**config.mk**
```make
export PLATFORM = sky130hd
export DESIGN_NAME = vrf_lane_top
export DESIGN_NICKNAME = d
export VERILOG_FILES = /design/src/vrf_pkg.sv /design/src/vrf_bank_arbiter.sv /design/src/operand_requester.sv /design/src/result_write_port.sv /design/src/vrf_banks.sv /design/src/operand_queue.sv /design/src/vrf_lane_top.sv
export SDC_FILE = /design/constraint.sdc
export NUM_CORES = 2
export LEC_CHECK = 0
export BUFFER_PORTS_ARGS = -buffer_cell sky130_fd_sc_hd__buf_2
export CORE_ASPECT_RATIO = 1.25
export CORE_MARGIN = 2
export CORE_UTILIZATION = 45
export DETAILED_ROUTE_END_ITERATION = 6
export GPL_TIMING_DRIVEN = 1
export MAX_ROUTING_LAYER = met4
export PLACE_DENSITY = 0.56
export SYNTH_ARGS = -nofsm -noshare
export SYNTH_HDL_FRONTEND = slang
export SYNTH_SLANG_ARGS = --single-unit
```
**constraint.sdc**
```tcl
create_clock -name clk_i -period 9.44 [get_ports clk_i]
set_input_delay 0.472 -clock clk_i [delete_from_list [all_inputs] [get_ports clk_i]]
set_output_delay 0.472 -clock clk_i [all_outputs]
set_load 0.005 [all_outputs]
```
**src/vrf_pkg.sv**
```systemverilog
//////////////////////////////
// VRF lane package
// Widths, element and address types, command and bank payload structs
// and the operand requester state encoding
//////////////////////////////

package vrf_pkg;

  // Element, address and bookkeeping widths
  localparam int unsigned ElemWidth    = 32;
  localparam int unsigned AddrWidth    = 6;
  localparam int unsigned VlenWidth    = 6;
  localparam int unsigned VidWidth     = 2;
  localparam int unsigned QueueIdWidth = 1;

  // One written-last-cycle bit per instruction id
  localparam int unsigned NrVids = 1 << VidWidth;

  typedef logic [ElemWidth-1:0]    elem_t;
  typedef logic [AddrWidth-1:0]    vrf_addr_t;
  typedef logic [VlenWidth-1:0]    vlen_t;
  typedef logic [VidWidth-1:0]     vid_t;
  typedef logic [QueueIdWidth-1:0] queue_id_t;

  // Read command for one operand requester
  typedef struct packed {
    vrf_addr_t base;
    vlen_t     len;
    logic      hazard;
    vid_t      vid;
  } operand_cmd_t;

  // Result coming back from a functional unit
  typedef struct packed {
    vid_t      id;
    vrf_addr_t addr;
    elem_t     data;
  } result_t;

  // What a master offers to a bank arbiter
  // Row keeps the full address width, upper bits stay zero
  typedef struct packed {
    vrf_addr_t row;
    logic      wen;
    elem_t     wdata;
    queue_id_t queue;
  } bank_req_t;

  typedef enum logic [1:0] {
    IDLE,
    REQUESTING,
    DONE_WAIT
  } req_state_e;

endpackage

```
**src/vrf_bank_arbiter.sv**
```systemverilog
//////////////////////////////
// VRF bank arbiter
// Round-robin pick of one master per cycle for a single bank,
// forwards the winner's payload
//////////////////////////////

`timescale 1ns/100ps

module vrf_bank_arbiter #(
  parameter int unsigned NrMasters = 4
) (
  input  logic                                clk_i,
  input  logic                                rst_ni,
  input  logic               [NrMasters-1:0]  req_i,
  input  vrf_pkg::bank_req_t [NrMasters-1:0]  payload_i,
  output logic               [NrMasters-1:0]  gnt_o,
  output logic                                valid_o,
  output vrf_pkg::bank_req_t                  payload_o
);

  import vrf_pkg::*;

  localparam int unsigned IdxWidth = (NrMasters > 1) ? $clog2(NrMasters) : 1;

  typedef logic [IdxWidth-1:0] idx_t;

  idx_t ptr_q;
  idx_t win;
  logic found;

  // First requester at or after the pointer wins
  always_comb begin
    found = 1'b0;
    win   = ptr_q;
    for (int i = 0; i < int'(NrMasters); i++) begin
      if (!found && req_i[(int'(ptr_q) + i) % int'(NrMasters)]) begin
        found = 1'b1;
        win   = idx_t'((int'(ptr_q) + i) % int'(NrMasters));
      end
    end
  end

  always_comb begin
    gnt_o      = '0;
    gnt_o[win] = found;
  end

  // The bank takes every grant at once
  assign valid_o   = found;
  assign payload_o = payload_i[win];

  always_ff @(posedge clk_i or negedge rst_ni) begin
    if (!rst_ni) begin
      ptr_q <= '0;
    end else if (found) begin
      ptr_q <= (win == idx_t'(NrMasters - 1)) ? '0 : win + 1'b1;
    end
  end

  assert property (@(posedge clk_i) disable iff (!rst_ni) $onehot0(gnt_o))
    else $error("bank arbiter granted more than one master");

endmodule

```
**src/operand_requester.sv**
```systemverilog
//////////////////////////////
// Operand requester
// Takes read commands over four-phase req/ack and walks the operand
// one element per grant, stalled by credits and write hazards
//////////////////////////////

`timescale 1ns/100ps

module operand_requester #(
  parameter int unsigned        NrBanks    = 4,
  parameter int unsigned        QueueDepth = 4,
  parameter vrf_pkg::queue_id_t QueueId    = '0
) (
  input  logic                          clk_i,
  input  logic                          rst_ni,
  input  logic                          cmd_req_i,
  input  vrf_pkg::operand_cmd_t         cmd_i,
  output logic                          cmd_ack_o,
  input  logic [vrf_pkg::NrVids-1:0]    written_i,
  output logic [NrBanks-1:0]            bank_req_o,
  output vrf_pkg::bank_req_t            payload_o,
  input  logic [NrBanks-1:0]            gnt_i,
  input  logic                          pop_i
);

  import vrf_pkg::*;

  localparam int unsigned BankBits    = $clog2(NrBanks);
  localparam int unsigned CreditWidth = $clog2(QueueDepth + 1);

  typedef logic [CreditWidth-1:0] credit_t;

  req_state_e state_q, state_d;
  vrf_addr_t  addr_q, addr_d;
  vlen_t      len_q, len_d;
  logic       hazard_q, hazard_d;
  vid_t       vid_q, vid_d;
  logic       ack_q, ack_d;
  credit_t    credit_q, credit_d;

  logic granted;
  logic credit_ok;
  logic hazard_ok;
  logic issue;

  assign granted   = |gnt_i;
  // Words in flight plus words in the queue must stay below the depth
  assign credit_ok = credit_q < credit_t'(QueueDepth);
  // A dependent read only follows a write of its id from last cycle
  assign hazard_ok = !hazard_q || written_i[vid_q];
  assign issue     = (state_q == REQUESTING) && credit_ok && hazard_ok;

  // Interleaved banks, low address bits pick the bank
  always_comb begin
    bank_req_o                       = '0;
    bank_req_o[addr_q[BankBits-1:0]] = issue;
  end

  assign payload_o = '{
    row:   vrf_addr_t'(addr_q >> BankBits),
    wen:   1'b0,
    wdata: '0,
    queue: QueueId
  };

  assign cmd_ack_o = ack_q;

  always_comb begin
    credit_d = credit_q;
    if (granted && !pop_i) begin
      credit_d = credit_q + 1'b1;
    end else if (!granted && pop_i) begin
      credit_d = credit_q - 1'b1;
    end
  end

  always_comb begin
    state_d  = state_q;
    addr_d   = addr_q;
    len_d    = len_q;
    hazard_d = hazard_q;
    vid_d    = vid_q;
    ack_d    = ack_q;

    // Ack follows req down one cycle later
    if (!cmd_req_i) begin
      ack_d = 1'b0;
    end

    case (state_q)
      IDLE: begin
        if (cmd_req_i && !ack_q) begin
          state_d  = REQUESTING;
          addr_d   = cmd_i.base;
          len_d    = cmd_i.len;
          hazard_d = cmd_i.hazard;
          vid_d    = cmd_i.vid;
          ack_d    = 1'b1;
        end
      end
      REQUESTING: begin
        if (granted) begin
          addr_d = addr_q + 1'b1;
          len_d  = len_q - 1'b1;
          if (len_q == vlen_t'(1)) begin
            state_d = DONE_WAIT;
          end
        end
      end
      DONE_WAIT: begin
        // Hold off a new command until the source has dropped req
        if (!cmd_req_i) begin
          state_d = IDLE;
        end
      end
      default: state_d = IDLE;
    endcase
  end

  always_ff @(posedge clk_i or negedge rst_ni) begin
    if (!rst_ni) begin
      state_q  <= IDLE;
      len_q    <= '0;
      hazard_q <= 1'b0;
      ack_q    <= 1'b0;
      credit_q <= '0;
    end else begin
      state_q  <= state_d;
      len_q    <= len_d;
      hazard_q <= hazard_d;
      ack_q    <= ack_d;
      credit_q <= credit_d;
    end
  end

  always_ff @(posedge clk_i) begin
    addr_q <= addr_d;
    vid_q  <= vid_d;
  end

  // Grants come from the bank arbiters, which must only answer requests
  assert property (@(posedge clk_i) disable iff (!rst_ni) (gnt_i & ~bank_req_o) == '0)
    else $error("operand requester granted without a request");

  assert property (@(posedge clk_i) disable iff (!rst_ni) credit_q <= credit_t'(QueueDepth))
    else $error("operand requester credit above queue depth");

endmodule

```
**src/result_write_port.sv**
```systemverilog
//////////////////////////////
// Result write port
// Four-phase req/ack front end that turns one result into a bank write
//////////////////////////////

`timescale 1ns/100ps

module result_write_port #(
  parameter int unsigned NrBanks = 4
) (
  input  logic                      clk_i,
  input  logic                      rst_ni,
  input  logic                      wr_req_i,
  input  vrf_pkg::result_t          wr_i,
  output logic                      wr_ack_o,
  output logic [NrBanks-1:0]        bank_req_o,
  output vrf_pkg::bank_req_t        payload_o,
  input  logic [NrBanks-1:0]        gnt_i,
  output logic                      granted_o,
  output vrf_pkg::vid_t             granted_id_o
);

  import vrf_pkg::*;

  localparam int unsigned BankBits = $clog2(NrBanks);

  // WR_OPEN is idle with req low and waiting for a grant with req high
  typedef enum logic {
    WR_OPEN,
    WR_ACKED
  } wr_state_e;

  wr_state_e state_q, state_d;

  always_comb begin
    bank_req_o = '0;
    if (wr_req_i && (state_q == WR_OPEN)) begin
      bank_req_o[wr_i.addr[BankBits-1:0]] = 1'b1;
    end
  end

  assign payload_o = '{
    row:   vrf_addr_t'(wr_i.addr >> BankBits),
    wen:   1'b1,
    wdata: wr_i.data,
    queue: '0
  };

  // Grant cycle is the write cycle
  assign granted_o    = |gnt_i;
  assign granted_id_o = wr_i.id;
  assign wr_ack_o     = (state_q == WR_ACKED);

  always_comb begin
    state_d = state_q;
    case (state_q)
      WR_OPEN:  if (granted_o) state_d = WR_ACKED;
      WR_ACKED: if (!wr_req_i) state_d = WR_OPEN;
      default:  state_d = WR_OPEN;
    endcase
  end

  always_ff @(posedge clk_i or negedge rst_ni) begin
    if (!rst_ni) begin
      state_q <= WR_OPEN;
    end else begin
      state_q <= state_d;
    end
  end

endmodule

```
**src/vrf_banks.sv**
```systemverilog
//////////////////////////////
// VRF banks
// Single-port word banks, granted reads come back one cycle later
// tagged with their operand queue
//////////////////////////////

`timescale 1ns/100ps

module vrf_banks #(
  parameter int unsigned NrBanks  = 4,
  parameter int unsigned NrQueues = 2
) (
  input  logic                                clk_i,
  input  logic                                rst_ni,
  input  logic               [NrBanks-1:0]    valid_i,
  input  vrf_pkg::bank_req_t [NrBanks-1:0]    payload_i,
  output logic               [NrQueues-1:0]   rdata_valid_o,
  output vrf_pkg::elem_t     [NrQueues-1:0]   rdata_o
);

  import vrf_pkg::*;

  localparam int unsigned RowsPerBank = (1 << AddrWidth) / NrBanks;
  localparam int unsigned RowBits     = $clog2(RowsPerBank);

  logic      [NrBanks-1:0]               bank_rd_valid;
  queue_id_t [NrBanks-1:0]               bank_rd_queue;
  elem_t     [NrBanks-1:0]               bank_rd_data;
  logic      [NrQueues-1:0][NrBanks-1:0] hit;

  for (genvar b = 0; b < NrBanks; b++) begin : gen_bank
    elem_t              mem_q [RowsPerBank];
    logic [RowBits-1:0] row;
    logic               rd_valid_q;
    queue_id_t          rd_queue_q;
    elem_t              rd_data_q;

    assign row = payload_i[b].row[RowBits-1:0];

    always_ff @(posedge clk_i) begin
      if (valid_i[b] && payload_i[b].wen) begin
        mem_q[row] <= payload_i[b].wdata;
      end
      if (valid_i[b] && !payload_i[b].wen) begin
        rd_data_q  <= mem_q[row];
        rd_queue_q <= payload_i[b].queue;
      end
    end

    always_ff @(posedge clk_i or negedge rst_ni) begin
      if (!rst_ni) begin
        rd_valid_q <= 1'b0;
      end else begin
        rd_valid_q <= valid_i[b] && !payload_i[b].wen;
      end
    end

    assign bank_rd_valid[b] = rd_valid_q;
    assign bank_rd_queue[b] = rd_queue_q;
    assign bank_rd_data[b]  = rd_data_q;
  end

  // Route each bank's read data to the queue in its tag
  always_comb begin
    rdata_valid_o = '0;
    rdata_o       = '0;
    for (int q = 0; q < int'(NrQueues); q++) begin
      for (int b = 0; b < int'(NrBanks); b++) begin
        hit[q][b] = bank_rd_valid[b] && (bank_rd_queue[b] == queue_id_t'(q));
        if (hit[q][b]) begin
          rdata_valid_o[q] = 1'b1;
          rdata_o[q]       = bank_rd_data[b];
        end
      end
    end
  end

  // Holds since each requester asks one bank per cycle
  for (genvar q = 0; q < NrQueues; q++) begin : gen_route_chk
    assert property (@(posedge clk_i) disable iff (!rst_ni) $onehot0(hit[q]))
      else $error("two banks returned data to queue %0d", q);
  end

endmodule

```
**src/operand_queue.sv**
```systemverilog
//////////////////////////////
// Operand queue
// Small FIFO from VRF read data to the lane operand output
//////////////////////////////

`timescale 1ns/100ps

module operand_queue #(
  parameter int unsigned QueueDepth = 4
) (
  input  logic           clk_i,
  input  logic           rst_ni,
  input  logic           push_i,
  input  vrf_pkg::elem_t data_i,
  output logic           valid_o,
  output vrf_pkg::elem_t data_o,
  input  logic           pop_i
);

  import vrf_pkg::*;

  localparam int unsigned PtrBits   = (QueueDepth > 1) ? $clog2(QueueDepth) : 1;
  localparam int unsigned CountBits = $clog2(QueueDepth + 1);

  typedef logic [PtrBits-1:0]   ptr_t;
  typedef logic [CountBits-1:0] count_t;

  elem_t  mem_q [QueueDepth];
  ptr_t   wr_ptr_q;
  ptr_t   rd_ptr_q;
  count_t count_q;
  logic   full;
  logic   do_push;
  logic   do_pop;

  // Wraps at the depth, which need not be a power of two
  function automatic ptr_t next_ptr(input ptr_t p);
    return (p == ptr_t'(QueueDepth - 1)) ? '0 : p + 1'b1;
  endfunction

  assign full    = (count_q == count_t'(QueueDepth));
  assign valid_o = (count_q != '0);
  assign data_o  = mem_q[rd_ptr_q];
  assign do_push = push_i && !full;
  assign do_pop  = pop_i && valid_o;

  always_ff @(posedge clk_i) begin
    if (do_push) begin
      mem_q[wr_ptr_q] <= data_i;
    end
  end

  always_ff @(posedge clk_i or negedge rst_ni) begin
    if (!rst_ni) begin
      wr_ptr_q <= '0;
      rd_ptr_q <= '0;
      count_q  <= '0;
    end else begin
      if (do_push) wr_ptr_q <= next_ptr(wr_ptr_q);
      if (do_pop) rd_ptr_q <= next_ptr(rd_ptr_q);
      if (do_push && !do_pop) begin
        count_q <= count_q + 1'b1;
      end else if (!do_push && do_pop) begin
        count_q <= count_q - 1'b1;
      end
    end
  end

  // Requester credits should keep this from ever firing
  assert property (@(posedge clk_i) disable iff (!rst_ni) !(push_i && full))
    else $error("operand queue pushed while full");

endmodule

```
**src/vrf_lane_top.sv**
```systemverilog
//////////////////////////////
// VRF lane top
// Operand requesters and result write ports sharing the banks
// through one round-robin arbiter per bank
//////////////////////////////

`timescale 1ns/100ps

module vrf_lane_top #(
  parameter int unsigned NrBanks    = 4,
  parameter int unsigned NrQueues   = 2,
  parameter int unsigned QueueDepth = 4
) (
  input  logic                                   clk_i,
  input  logic                                   rst_ni,
  input  logic                  [NrQueues-1:0]   cmd_req_i,
  input  vrf_pkg::operand_cmd_t [NrQueues-1:0]   cmd_i,
  output logic                  [NrQueues-1:0]   cmd_ack_o,
  input  logic                                   alu_wr_req_i,
  input  vrf_pkg::result_t                       alu_wr_i,
  output logic                                   alu_wr_ack_o,
  input  logic                                   ldu_wr_req_i,
  input  vrf_pkg::result_t                       ldu_wr_i,
  output logic                                   ldu_wr_ack_o,
  output logic                  [NrQueues-1:0]   op_valid_o,
  output vrf_pkg::elem_t        [NrQueues-1:0]   op_data_o,
  input  logic                  [NrQueues-1:0]   op_pop_i
);

  import vrf_pkg::*;

  localparam int unsigned NrWritePorts = 2;
  // Masters 0..NrQueues-1 are requesters, then alu and ldu
  localparam int unsigned NrMasters    = NrQueues + NrWritePorts;

  logic      [NrMasters-1:0][NrBanks-1:0] mst_req;
  logic      [NrMasters-1:0][NrBanks-1:0] mst_gnt;
  bank_req_t [NrMasters-1:0]              mst_payload;
  logic      [NrBanks-1:0][NrMasters-1:0] arb_req;
  logic      [NrBanks-1:0][NrMasters-1:0] arb_gnt;
  logic      [NrBanks-1:0]                bank_valid;
  bank_req_t [NrBanks-1:0]                bank_payload;
  logic      [NrQueues-1:0]               rdata_valid;
  elem_t     [NrQueues-1:0]               rdata;

  logic    [NrWritePorts-1:0] wp_req;
  logic    [NrWritePorts-1:0] wp_ack;
  logic    [NrWritePorts-1:0] wp_granted;
  result_t [NrWritePorts-1:0] wp_data;
  vid_t    [NrWritePorts-1:0] wp_id;
  logic    [NrVids-1:0]       written_d, written_q;

  assign wp_req       = {ldu_wr_req_i, alu_wr_req_i};
  assign wp_data      = {ldu_wr_i, alu_wr_i};
  assign alu_wr_ack_o = wp_ack[0];
  assign ldu_wr_ack_o = wp_ack[1];

  // Master-major requests to bank-major arbiter inputs and back
  for (genvar b = 0; b < NrBanks; b++) begin : gen_xpose_bank
    for (genvar m = 0; m < NrMasters; m++) begin : gen_xpose_mst
      assign arb_req[b][m] = mst_req[m][b];
      assign mst_gnt[m][b] = arb_gnt[b][m];
    end
  end

  for (genvar q = 0; q < NrQueues; q++) begin : gen_queue
    operand_requester #(
      .NrBanks    (NrBanks),
      .QueueDepth (QueueDepth),
      .QueueId    (queue_id_t'(q))
    ) operand_requester_inst (
      .clk_i      (clk_i),
      .rst_ni     (rst_ni),
      .cmd_req_i  (cmd_req_i[q]),
      .cmd_i      (cmd_i[q]),
      .cmd_ack_o  (cmd_ack_o[q]),
      .written_i  (written_q),
      .bank_req_o (mst_req[q]),
      .payload_o  (mst_payload[q]),
      .gnt_i      (mst_gnt[q]),
      .pop_i      (op_pop_i[q] && op_valid_o[q])
    );

    operand_queue #(
      .QueueDepth (QueueDepth)
    ) operand_queue_inst (
      .clk_i   (clk_i),
      .rst_ni  (rst_ni),
      .push_i  (rdata_valid[q]),
      .data_i  (rdata[q]),
      .valid_o (op_valid_o[q]),
      .data_o  (op_data_o[q]),
      .pop_i   (op_pop_i[q])
    );
  end

  for (genvar w = 0; w < NrWritePorts; w++) begin : gen_wport
    result_write_port #(
      .NrBanks (NrBanks)
    ) result_write_port_inst (
      .clk_i        (clk_i),
      .rst_ni       (rst_ni),
      .wr_req_i     (wp_req[w]),
      .wr_i         (wp_data[w]),
      .wr_ack_o     (wp_ack[w]),
      .bank_req_o   (mst_req[NrQueues + w]),
      .payload_o    (mst_payload[NrQueues + w]),
      .gnt_i        (mst_gnt[NrQueues + w]),
      .granted_o    (wp_granted[w]),
      .granted_id_o (wp_id[w])
    );
  end

  for (genvar b = 0; b < NrBanks; b++) begin : gen_arb
    vrf_bank_arbiter #(
      .NrMasters (NrMasters)
    ) vrf_bank_arbiter_inst (
      .clk_i     (clk_i),
      .rst_ni    (rst_ni),
      .req_i     (arb_req[b]),
      .payload_i (mst_payload),
      .gnt_o     (arb_gnt[b]),
      .valid_o   (bank_valid[b]),
      .payload_o (bank_payload[b])
    );
  end

  vrf_banks #(
    .NrBanks  (NrBanks),
    .NrQueues (NrQueues)
  ) vrf_banks_inst (
    .clk_i         (clk_i),
    .rst_ni        (rst_ni),
    .valid_i       (bank_valid),
    .payload_i     (bank_payload),
    .rdata_valid_o (rdata_valid),
    .rdata_o       (rdata)
  );

  // Written-last-cycle vector, paces dependent reads
  always_comb begin
    written_d = '0;
    for (int w = 0; w < int'(NrWritePorts); w++) begin
      if (wp_granted[w]) begin
        written_d[wp_id[w]] = 1'b1;
      end
    end
  end

  always_ff @(posedge clk_i or negedge rst_ni) begin
    if (!rst_ni) begin
      written_q <= '0;
    end else begin
      written_q <= written_d;
    end
  end

endmodule

```
Word level (Yosys, flattened, before mapping)
Memory sizes are Yosys's and may differ from the RTL's. A register that Yosys moved wholly into a read port is not among the register bits.
Index checks and enable logic that the tools add are counted.
Word-level totals
  bits in registers: 78
  latch bits: 0
  RAM bits: 2304
  bits in read-only memories: 0
  input bits: 118
  output and inout port bits: 70
  word-level logic and storage cells: 468
  memories: 6
Operators by class
  $add $sub $neg: 32
  multipliers: 0
  div/mod/pow operators: 0
  order comparisons: 40
  equal/unequal tests: 24
  shifts and indexed selects: 0
  mux-type cells: 186
  bitwise logic cells: 25
  reductions and logical operators: 120
Memory list
  vrf_banks_inst.gen_bank[0].mem_q: depth 16, width 32, rd ports 1, clocked after Yosys merged registers in 1, write ports 1, line vrf_banks.sv:32  | elem_t mem_q [RowsPerBank];
  vrf_banks_inst.gen_bank[1].mem_q: depth 16, width 32, rd ports 1, clocked after Yosys merged registers in 1, write ports 1, line vrf_banks.sv:32
  vrf_banks_inst.gen_bank[2].mem_q: depth 16, width 32, rd ports 1, clocked after Yosys merged registers in 1, write ports 1, line vrf_banks.sv:32
  vrf_banks_inst.gen_bank[3].mem_q: depth 16, width 32, rd ports 1, clocked after Yosys merged registers in 1, write ports 1, line vrf_banks.sv:32
  gen_queue[0].operand_queue_inst.mem_q: depth 4, width 32, rd ports 1, clocked after Yosys merged registers in 0, write ports 1, line operand_queue.sv:28  | elem_t mem_q [QueueDepth];
  gen_queue[1].operand_queue_inst.mem_q: depth 4, width 32, rd ports 1, clocked after Yosys merged registers in 0, write ports 1, line operand_queue.sv:28
Operators with widths (number)
  40-bit binary-select mux with 2-bit select: 4
  32-bit 2-to-1 mux: 8
  38-bit 2-to-1 mux: 4
  1-bit 2-to-1 mux: 86
  1-bit logical AND: 58
  2-bit 2-to-1 mux: 28
  2-bit by 3-bit < comparator with 1-bit output (second input constant): 16
  3-bit by 4-bit < comparator with 1-bit output (second input constant): 12
  6-bit 2-to-1 mux: 8
  6-bit case mux with 2 select lines: 4
  1-bit binary-select mux with 2-bit select: 18
  1-bit logical NOT: 28
  2-bit by 1-bit adder with 2-bit output (second input constant): 12
  4-bit AND: 6
  3-bit 2-to-1 mux: 8
  2-bit OR reduction: 12
  1-bit demux with 2-bit select: 10
  2-bit == test (second input constant): 10
  2-bit by 1-bit greater-or-equal comparator with 1-bit output (second input constant): 10
  2-bit adder (second input constant): 8
  4-bit 2-to-1 mux: 4
  4-bit OR reduction: 4
  3-bit by 1-bit adder with 3-bit output (second input constant): 4
  6-bit by 1-bit adder with 6-bit output (second input constant): 2
  20 further kinds: 63

Depth between registers and ports, before layout
  word-level depth: 27
  mapped depth: 19
  depth with buffers taken out: 15

Cells and area by module
A second synthesis with hierarchy kept.
Unflattened totals
  cells, all modules: 5641
  area total of the unflattened synthesis: 103337.9 µm²
By module, submodules not included
  vrf_banks: times used 1, cells each 3776, area an instance 83378.7 µm², seq. area each 65562.9 µm²
  operand_queue: times used 2, cells each 204, area an instance 5102.4 µm², seq. area each 4018.9 µm²
  vrf_bank_arbiter at gen_arb[1].vrf_bank_arbiter_inst ...: times used 2, cells each 253, area an instance 1373.8 µm², seq. area each 50.0 µm²
  operand_requester at gen_queue[1].operand_requester_inst: times used 1, cells each 162, area an instance 1589.0 µm², seq. area each 565.5 µm²
  operand_requester at gen_queue[0].operand_requester_inst: times used 1, cells each 161, area an instance 1585.3 µm², seq. area each 565.5 µm²
  vrf_bank_arbiter at gen_arb[0].vrf_bank_arbiter_inst: times used 1, cells each 256, area an instance 1491.4 µm², seq. area each 50.0 µm²
  vrf_bank_arbiter at gen_arb[3].vrf_bank_arbiter_inst: times used 1, cells each 253, area an instance 1336.3 µm², seq. area each 50.0 µm²
  result_write_port: times used 2, cells each 51, area an instance 409.1 µm², seq. area each 25.0 µm²
  vrf_lane_top: times used 1, cells each 17, area an instance 186.4 µm², seq. area each 100.1 µm²

Worst setup path after synthesis
OpenSTA, ideal clock, no wires.
  kind: register to register
  start point: reg gen_queue[1].operand_requester_inst.state_q[1]
  end point: mem vrf_banks_inst.gen_bank[2].mem_q[11][0] in the netlist's numbering, enable pin
  setup time: 502 ps
  arrival: 5849 ps
  data required time: 8938 ps
  slack: 3090 ps
  cell stages (with the launch flop): 12
  buffers on the path: 4
  period minus slack after synthesis: 6350 ps
  cell sequence: dfrtp_1 or3b_1 a221oi_4 nand2_1 a32oi_1 o311a_1 buf_2 mux2_2 clkbuf_1 buf_2 buf_1 nor4_1
Between the ends
  cells in the longest elaborated chain, start to end: 21
  elaborated cells on any way between the ends: 33
  those cells by class: eq/ne: 1; mux: 22; bitwise: 1; reduce/logical: 9
RTL lines
  start: declaration: line operand_requester.sv:33  | req_state_e state_q, state_d;
  start signal: assignment: line operand_requester.sv:128  | state_q <= state_d;
  2-bit by 1-bit == test with 1-bit output *: line operand_requester.sv:51  | assign issue = (state_q == REQUESTING) && credit_ok && hazard_ok;
  1-bit logical AND * (2 in a row): line operand_requester.sv:51
  4-bit AND (no source line) *
  1-bit binary-select mux with 2-bit select: line vrf_bank_arbiter.sv:36  | if (!found && req_i[(int'(ptr_q) + i) % int'(NrMasters)]) begin
  1-bit 2-to-1 mux (implied by the code): line vrf_bank_arbiter.sv:36
  1-bit 2-to-1 mux: line vrf_bank_arbiter.sv:36
  1-bit logical NOT: line vrf_bank_arbiter.sv:36
  1-bit logical AND: line vrf_bank_arbiter.sv:36
  (+4 left out)
  1-bit logical NOT: line vrf_bank_arbiter.sv:36
  1-bit logical AND: line vrf_bank_arbiter.sv:36
  2-bit 2-to-1 mux: line vrf_bank_arbiter.sv:36
  40-bit binary-select mux with 2-bit select: line vrf_bank_arbiter.sv:50  | assign payload_o = payload_i[win];
  38-bit 2-to-1 mux (implied by the code): line vrf_bank_arbiter.sv:50
  1-bit logical AND: line vrf_banks.sv:41  | if (valid_i[b] && payload_i[b].wen) begin
  1-bit 2-to-1 mux: line vrf_banks.sv:41
  1-bit 2-to-1 mux (implied by the code): line vrf_banks.sv:42  | mem_q[row] <= payload_i[b].wdata;
  end: declaration: line vrf_banks.sv:32
Every way passes the cells marked *; elsewhere a longest branch is shown, timed or not. The select of a mux whose other input is x is not followed.

Final worst setup path
  start point: reg gen_queue[1].operand_requester_inst.state_q[1]
  end point: reg vrf_banks_inst.gen_bank[3].rd_data_q[10] (read register of vrf_banks_inst.gen_bank[3].mem_q), data pin
Between the ends
  cells in the longest elaborated chain, start to end: 20
  elaborated cells on any way between the ends: 32
  those cells by class: eq/ne: 1; mux: 20; bitwise: 1; reduce/logical: 10
RTL lines
  2-bit by 1-bit == test with 1-bit output *: line operand_requester.sv:51
  1-bit logical AND * (2 in a row): line operand_requester.sv:51
  4-bit AND (no source line) *
  1-bit binary-select mux with 2-bit select: line vrf_bank_arbiter.sv:36
  1-bit 2-to-1 mux (implied by the code): line vrf_bank_arbiter.sv:36
  1-bit 2-to-1 mux: line vrf_bank_arbiter.sv:36
  1-bit logical NOT: line vrf_bank_arbiter.sv:36
  1-bit logical AND: line vrf_bank_arbiter.sv:36
  (+3 left out)
  1-bit 2-to-1 mux: line vrf_bank_arbiter.sv:36
  1-bit logical NOT: line vrf_bank_arbiter.sv:36
  1-bit logical AND: line vrf_bank_arbiter.sv:36
  2-bit 2-to-1 mux: line vrf_bank_arbiter.sv:36
  40-bit binary-select mux with 2-bit select: line vrf_bank_arbiter.sv:50
  38-bit 2-to-1 mux (implied by the code): line vrf_bank_arbiter.sv:50
  1-bit logical NOT: line vrf_banks.sv:44  | if (valid_i[b] && !payload_i[b].wen) begin
  1-bit logical AND: line vrf_banks.sv:44
  end: declaration: line vrf_banks.sv:36  | elem_t rd_data_q;
Marked as above.
A chain may end at the register's enable or synchronous reset.

==> results <==
- The flow ran to the end, and the final reports show no timing, DRC or antenna violations.
- The initial core utilization is 45.21%.
- The library cell used most frequently in the layout, excluding fill and tap cells, is sky130_fd_sc_hd__edfxtp_1.
- The highest metal layer used by the detailed router is met4.
- The die boundary width is 429.7 um.
- In the synthesized netlist the async set-or-reset flop fraction comes to 2.311%.
- Traced cell by cell, the critical path runs through or3b_1, a221oi_4, nand2_1, a221o_1, nor2_4, inv_2, mux2_4, nand2_4, buf_4, a21oi_1, a211o_1, nand4_1.
- The total routed wire length on the met1 layer is 125.2 mm.
- The final layout contains 7,650 nets.
- Across all layers, the routed design uses 64.53k vias.
- The worst hold path belongs to the class primary input to async pin.
- The area growth from synthesis to layout is 12.75%.
- The number of detailed-routing iterations run before antenna repair is 7.
- The worst setup path is launched from a flip-flop.
- The via-per-instance ratio is 6.053.
- Across all register-to-register paths, the minimum setup slack is 3.28 ns.
- The hold violation count in the final report is 0.
- The via count of the first global-routing pass came to 61.33k.
- Summed over all layers, the routed wires come to 319.3 mm.
- The longest clock path from root to sink contains 4 buffers.
- The clock-pin transition on the worst setup and hold timing paths is 0.07 ns.
- The core region is 225,400 sq um.
- In this run the remaining antenna-violating nets after routing total 0.
- The final clock skew is 0.06822 ns.
- The final clock period utilization by the worst path is 65.20%.
- The cell chosen for the clock root is sky130_fd_sc_hd__clkbuf_16.
- The sequential cell area fraction in the yosys report is 73.66%.
- For the worst-skew pair, the clock arrives at the later sink with an insertion delay of 0.93 ns.
- The number of antenna violations at the first check in global routing was 34.
- The die area is 230,300 sq um.
- The detailed route wirelength on metal2 is 154.5 mm.
- The total setup violations reported at the end of the flow is 0.
- In this run, CTS created clock tree buffers numbering 246.
- The number of H-tree levels is 4.
- The number of filler cells placed in the layout is 19.14k.
- The number of max-cap violations is 0.
- Synthesis produced a netlist with a net count of 7,509.
- Among cell families on the critical path, the largest total delay comes from simple AND/OR/NAND/NOR gates.
- The element type at the critical path end is a flip-flop.
- The endpoint required time on the critical path is 10.22 ns.
- The slew at the pin closest to its max-slew limit is 1.364 ns.
- The height of the chip is 536.1 um.
- In this run the core area contains 195 standard-cell rows.
- The synthesis warning total is 0.
- The depth of the worst register-to-register path is 12.
- For this run, design rule violations remaining after detail routing come to 0.
- In this run, synthesis produced a sequential element count of 2,510.
- TritonCTS built the clock tree.
- Setup repair after global routing left no endpoint under its margin.
- The clock period could shrink to 6.155 ns.
- Leaving out fill and tap cells, the most frequent cells in the layout are sky130_fd_sc_hd__edfxtp_1, sky130_fd_sc_hd__nand2_1, sky130_fd_sc_hd__nand3_1, sky130_fd_sc_hd__and3_1, sky130_fd_sc_hd__a311oi_1.
- The netlist area before placement is 101,900 sq um.
- The post-synthesis average cell area is 13.88 sq um.
- Once the clock tree was built, the resizer swapped 0 gates to a different size.
- The final global-route overflow total is 0.
- Together, buffers and inverters on the worst path number 2.
- At the end of routability-driven placement, the weighted congestion stood at 0.9206.
- The gate count of the mapped netlist is 7,345.
- The critical path data arrival time is 6.93 ns.
- The final-layout setup total negative slack is 0 ns.
- Port buffering added 187 buffers.
- The startpoint identified for the worst register-to-register timing path is gen_queue[1].operand_requester_inst.state_q[1]$_DFFE_PN0P_.
- The length of routed met3 wiring is 22.81 mm.
- In this run the critical register-to-register path is captured at vrf_banks_inst.gen_bank[3].rd_data_q[10]$_DFFE_PP_.
- The type of the worst setup path is flip-flop to flip-flop.
- The number of sinks driven by the clock tree is 2,510.
- The max-slew violation count is 0.
- Yosys mapped a number of flops with a built-in enable equal to 2,452.
- The DRC marker count from the first detailed-route iteration is 7,981.
- The first global-routing pass estimated 451.0 mm of wire.
- The proportion of layout cells with a drive suffix above 1 is 11.84%.
- The primary flip-flop cell chosen by synthesis mapping is sky130_fd_sc_hd__edfxtp_1.
- The number of distinct library cells after synthesis is 76.
- Entering global routing, the biggest net connects 190 pins.
- In this run the worst path has a maximum fanout of 84.
- In this run the count of I/O pins placed on the die edge is 188.
- Detailed placement finished with a half-perimeter wire length of 185.9 mm.
- The worst-path cell with the longest stage delay is sky130_fd_sc_hd__buf_4.
- In this run the tightest slew margin relative to its limit is 9.082%.
- Dividing the detail-routed wire length by the instance count gives 29.95 um.
- For this run, the total global-route usage over all layers was measured as 27.93%.
- The maximum single-stage delay on the critical path is 0.81 ns.
- Based on the critical path, the design can be clocked at up to 0.1625 GHz.
[stage by stage]
stage                     utilization, %  std cells  hold WS, ns  worst slack, ns  area (sq um)
final                              50.98      10660      0.01890            3.285        114900
after global routing               50.97      10660    0.0005649            2.930        114900
after CTS                          50.94      10640     0.002904            3.394        114900
after detailed placement           47.26      10150       0.4367            3.410        106500
after global placement             47.26      10150       0.4376            3.577        106500
after floorplan                        -       7345       0.1764            3.090        101900
[cell type report]
class                      count  area, sq um  share of cell area, %
sequential                  2510        75080                  65.34
clock buffer                 312         6475                  5.634
tap                         2955         3697                  3.217
timing repair buffer         394         2649                  2.305
inverter                      44        165.2                 0.1437
antenna                       22        55.05                0.04790
clock inverter               134         1425                  1.240
multi-input combinational   4290        25370                  22.08
[per-layer routing]
metal / vias up / track usage, %
met2: 2820 / 44.32
met3: 665 / 3.579
met4: 0 / 12.98
met1: 32920 / 36.01
li1: 28120 / -
met5: - / -
[registers in the layout (all words and copies together), names as in the netlist]
name                                        flops
gen_arb.vrf_bank_arbiter_inst.ptr_q             8
gen_queue.operand_requester_inst.credit_q       6
gen_queue.operand_queue_inst.count_q            6
gen_queue.operand_requester_inst.len_q         12
gen_queue.operand_requester_inst.hazard_q       2
written_q                                       4
vrf_banks_inst.gen_bank.rd_data_q             128
vrf_banks_inst.gen_bank.rd_queue_q              4
gen_queue.operand_requester_inst.vid_q          4
vrf_banks_inst.gen_bank.mem_q                2048
gen_queue.operand_requester_inst.addr_q        12
vrf_banks_inst.gen_bank.rd_valid_q              4
gen_queue.operand_queue_inst.rd_ptr_q           4
gen_queue.operand_requester_inst.cmd_ack_o      2
gen_wport.result_write_port_inst.wr_ack_o       2
gen_queue.operand_requester_inst.state_q        4
gen_queue.operand_queue_inst.wr_ptr_q           4
gen_queue.operand_queue_inst.mem_q            256
[Yosys cell counts, types with 43 or more instances]
cell / instances / share of area, %
sky130_fd_sc_hd__o21ai_0: 136 / 0.67
sky130_fd_sc_hd__o2111ai_1: 62 / 0.53
sky130_fd_sc_hd__nand2_1: 1779 / 6.6
sky130_fd_sc_hd__inv_1: 43 / 0.16
sky130_fd_sc_hd__buf_2: 116 / 0.57
sky130_fd_sc_hd__o31ai_1: 63 / 0.46
sky130_fd_sc_hd__nor3_1: 43 / 0.21
sky130_fd_sc_hd__mux4_2: 64 / 1.4
sky130_fd_sc_hd__and3_1: 275 / 1.7
sky130_fd_sc_hd__mux2i_1: 135 / 1.3
sky130_fd_sc_hd__or3_1: 102 / 0.63
sky130_fd_sc_hd__or4_1: 64 / 0.47
sky130_fd_sc_hd__nand3_1: 410 / 2.0
sky130_fd_sc_hd__o22a_1: 62 / 0.53
sky130_fd_sc_hd__buf_1: 48 / 0.18
sky130_fd_sc_hd__dfrtp_1: 58 / 1.4
sky130_fd_sc_hd__clkbuf_1: 323 / 1.2
sky130_fd_sc_hd__edfxtp_1: 2452 / 72
sky130_fd_sc_hd__nor2_1: 245 / 0.90
sky130_fd_sc_hd__a311oi_1: 257 / 2.2
sky130_fd_sc_hd__a21oi_1: 121 / 0.59
sky130_fd_sc_hd__a22oi_1: 44 / 0.32
sky130_fd_sc_hd__nand4_1: 67 / 0.41
[how the worst max path moves through the flow]
stage	startpoint	endpoint	slack [ns]	cells after the start
CTS	gen_queue[1].operand_requester_inst.state_q[1]$_DFFE_PN0P_	vrf_banks_inst.gen_bank[3].rd_data_q[13]$_DFFE_PP_	3.39	12
floorplan	gen_queue[1].operand_requester_inst.state_q[1]$_DFFE_PN0P_	vrf_banks_inst.gen_bank[2].mem_q[11][0]$_DFFE_PP_	3.09	11
finish	gen_queue[1].operand_requester_inst.state_q[1]$_DFFE_PN0P_	vrf_banks_inst.gen_bank[3].rd_data_q[10]$_DFFE_PP_	3.28	12
global route	gen_queue[1].operand_requester_inst.state_q[1]$_DFFE_PN0P_	vrf_banks_inst.gen_bank[3].rd_data_q[13]$_DFFE_PP_	2.93	12
global placement	alu_wr_i[32]	vrf_banks_inst.gen_bank[2].rd_data_q[16]$_DFFE_PP_	3.58	14
detailed placement	alu_wr_req_i	vrf_banks_inst.gen_bank[2].rd_data_q[18]$_DFFE_PP_	3.41	14
[timing repair]
action / CTS / global route
buffers inserted: 0 / 0
hold buffers: 41 / 0
hold endpoints to repair: 53 / 0
endpoints found under the setup margin: 0 / 0
[logic make-up (layout without fill, tap and decap cells)]
family,count (synthesis),in the layout,synth area share (%)
buf+inv,545,884,2.212
simple gates,3069,3069,13.46
fa+ha+maj,46,46,0.5941
xor+xnor,20,20,0.1719
flops,2510,2510,73.66
compound gates,929,929,6.850
other cells,0,22,0
mux,226,226,3.047
Power is left out: the tool's default activity adds up to more than one toggle a clock period on the data nets, which glitch-free logic cannot reach.
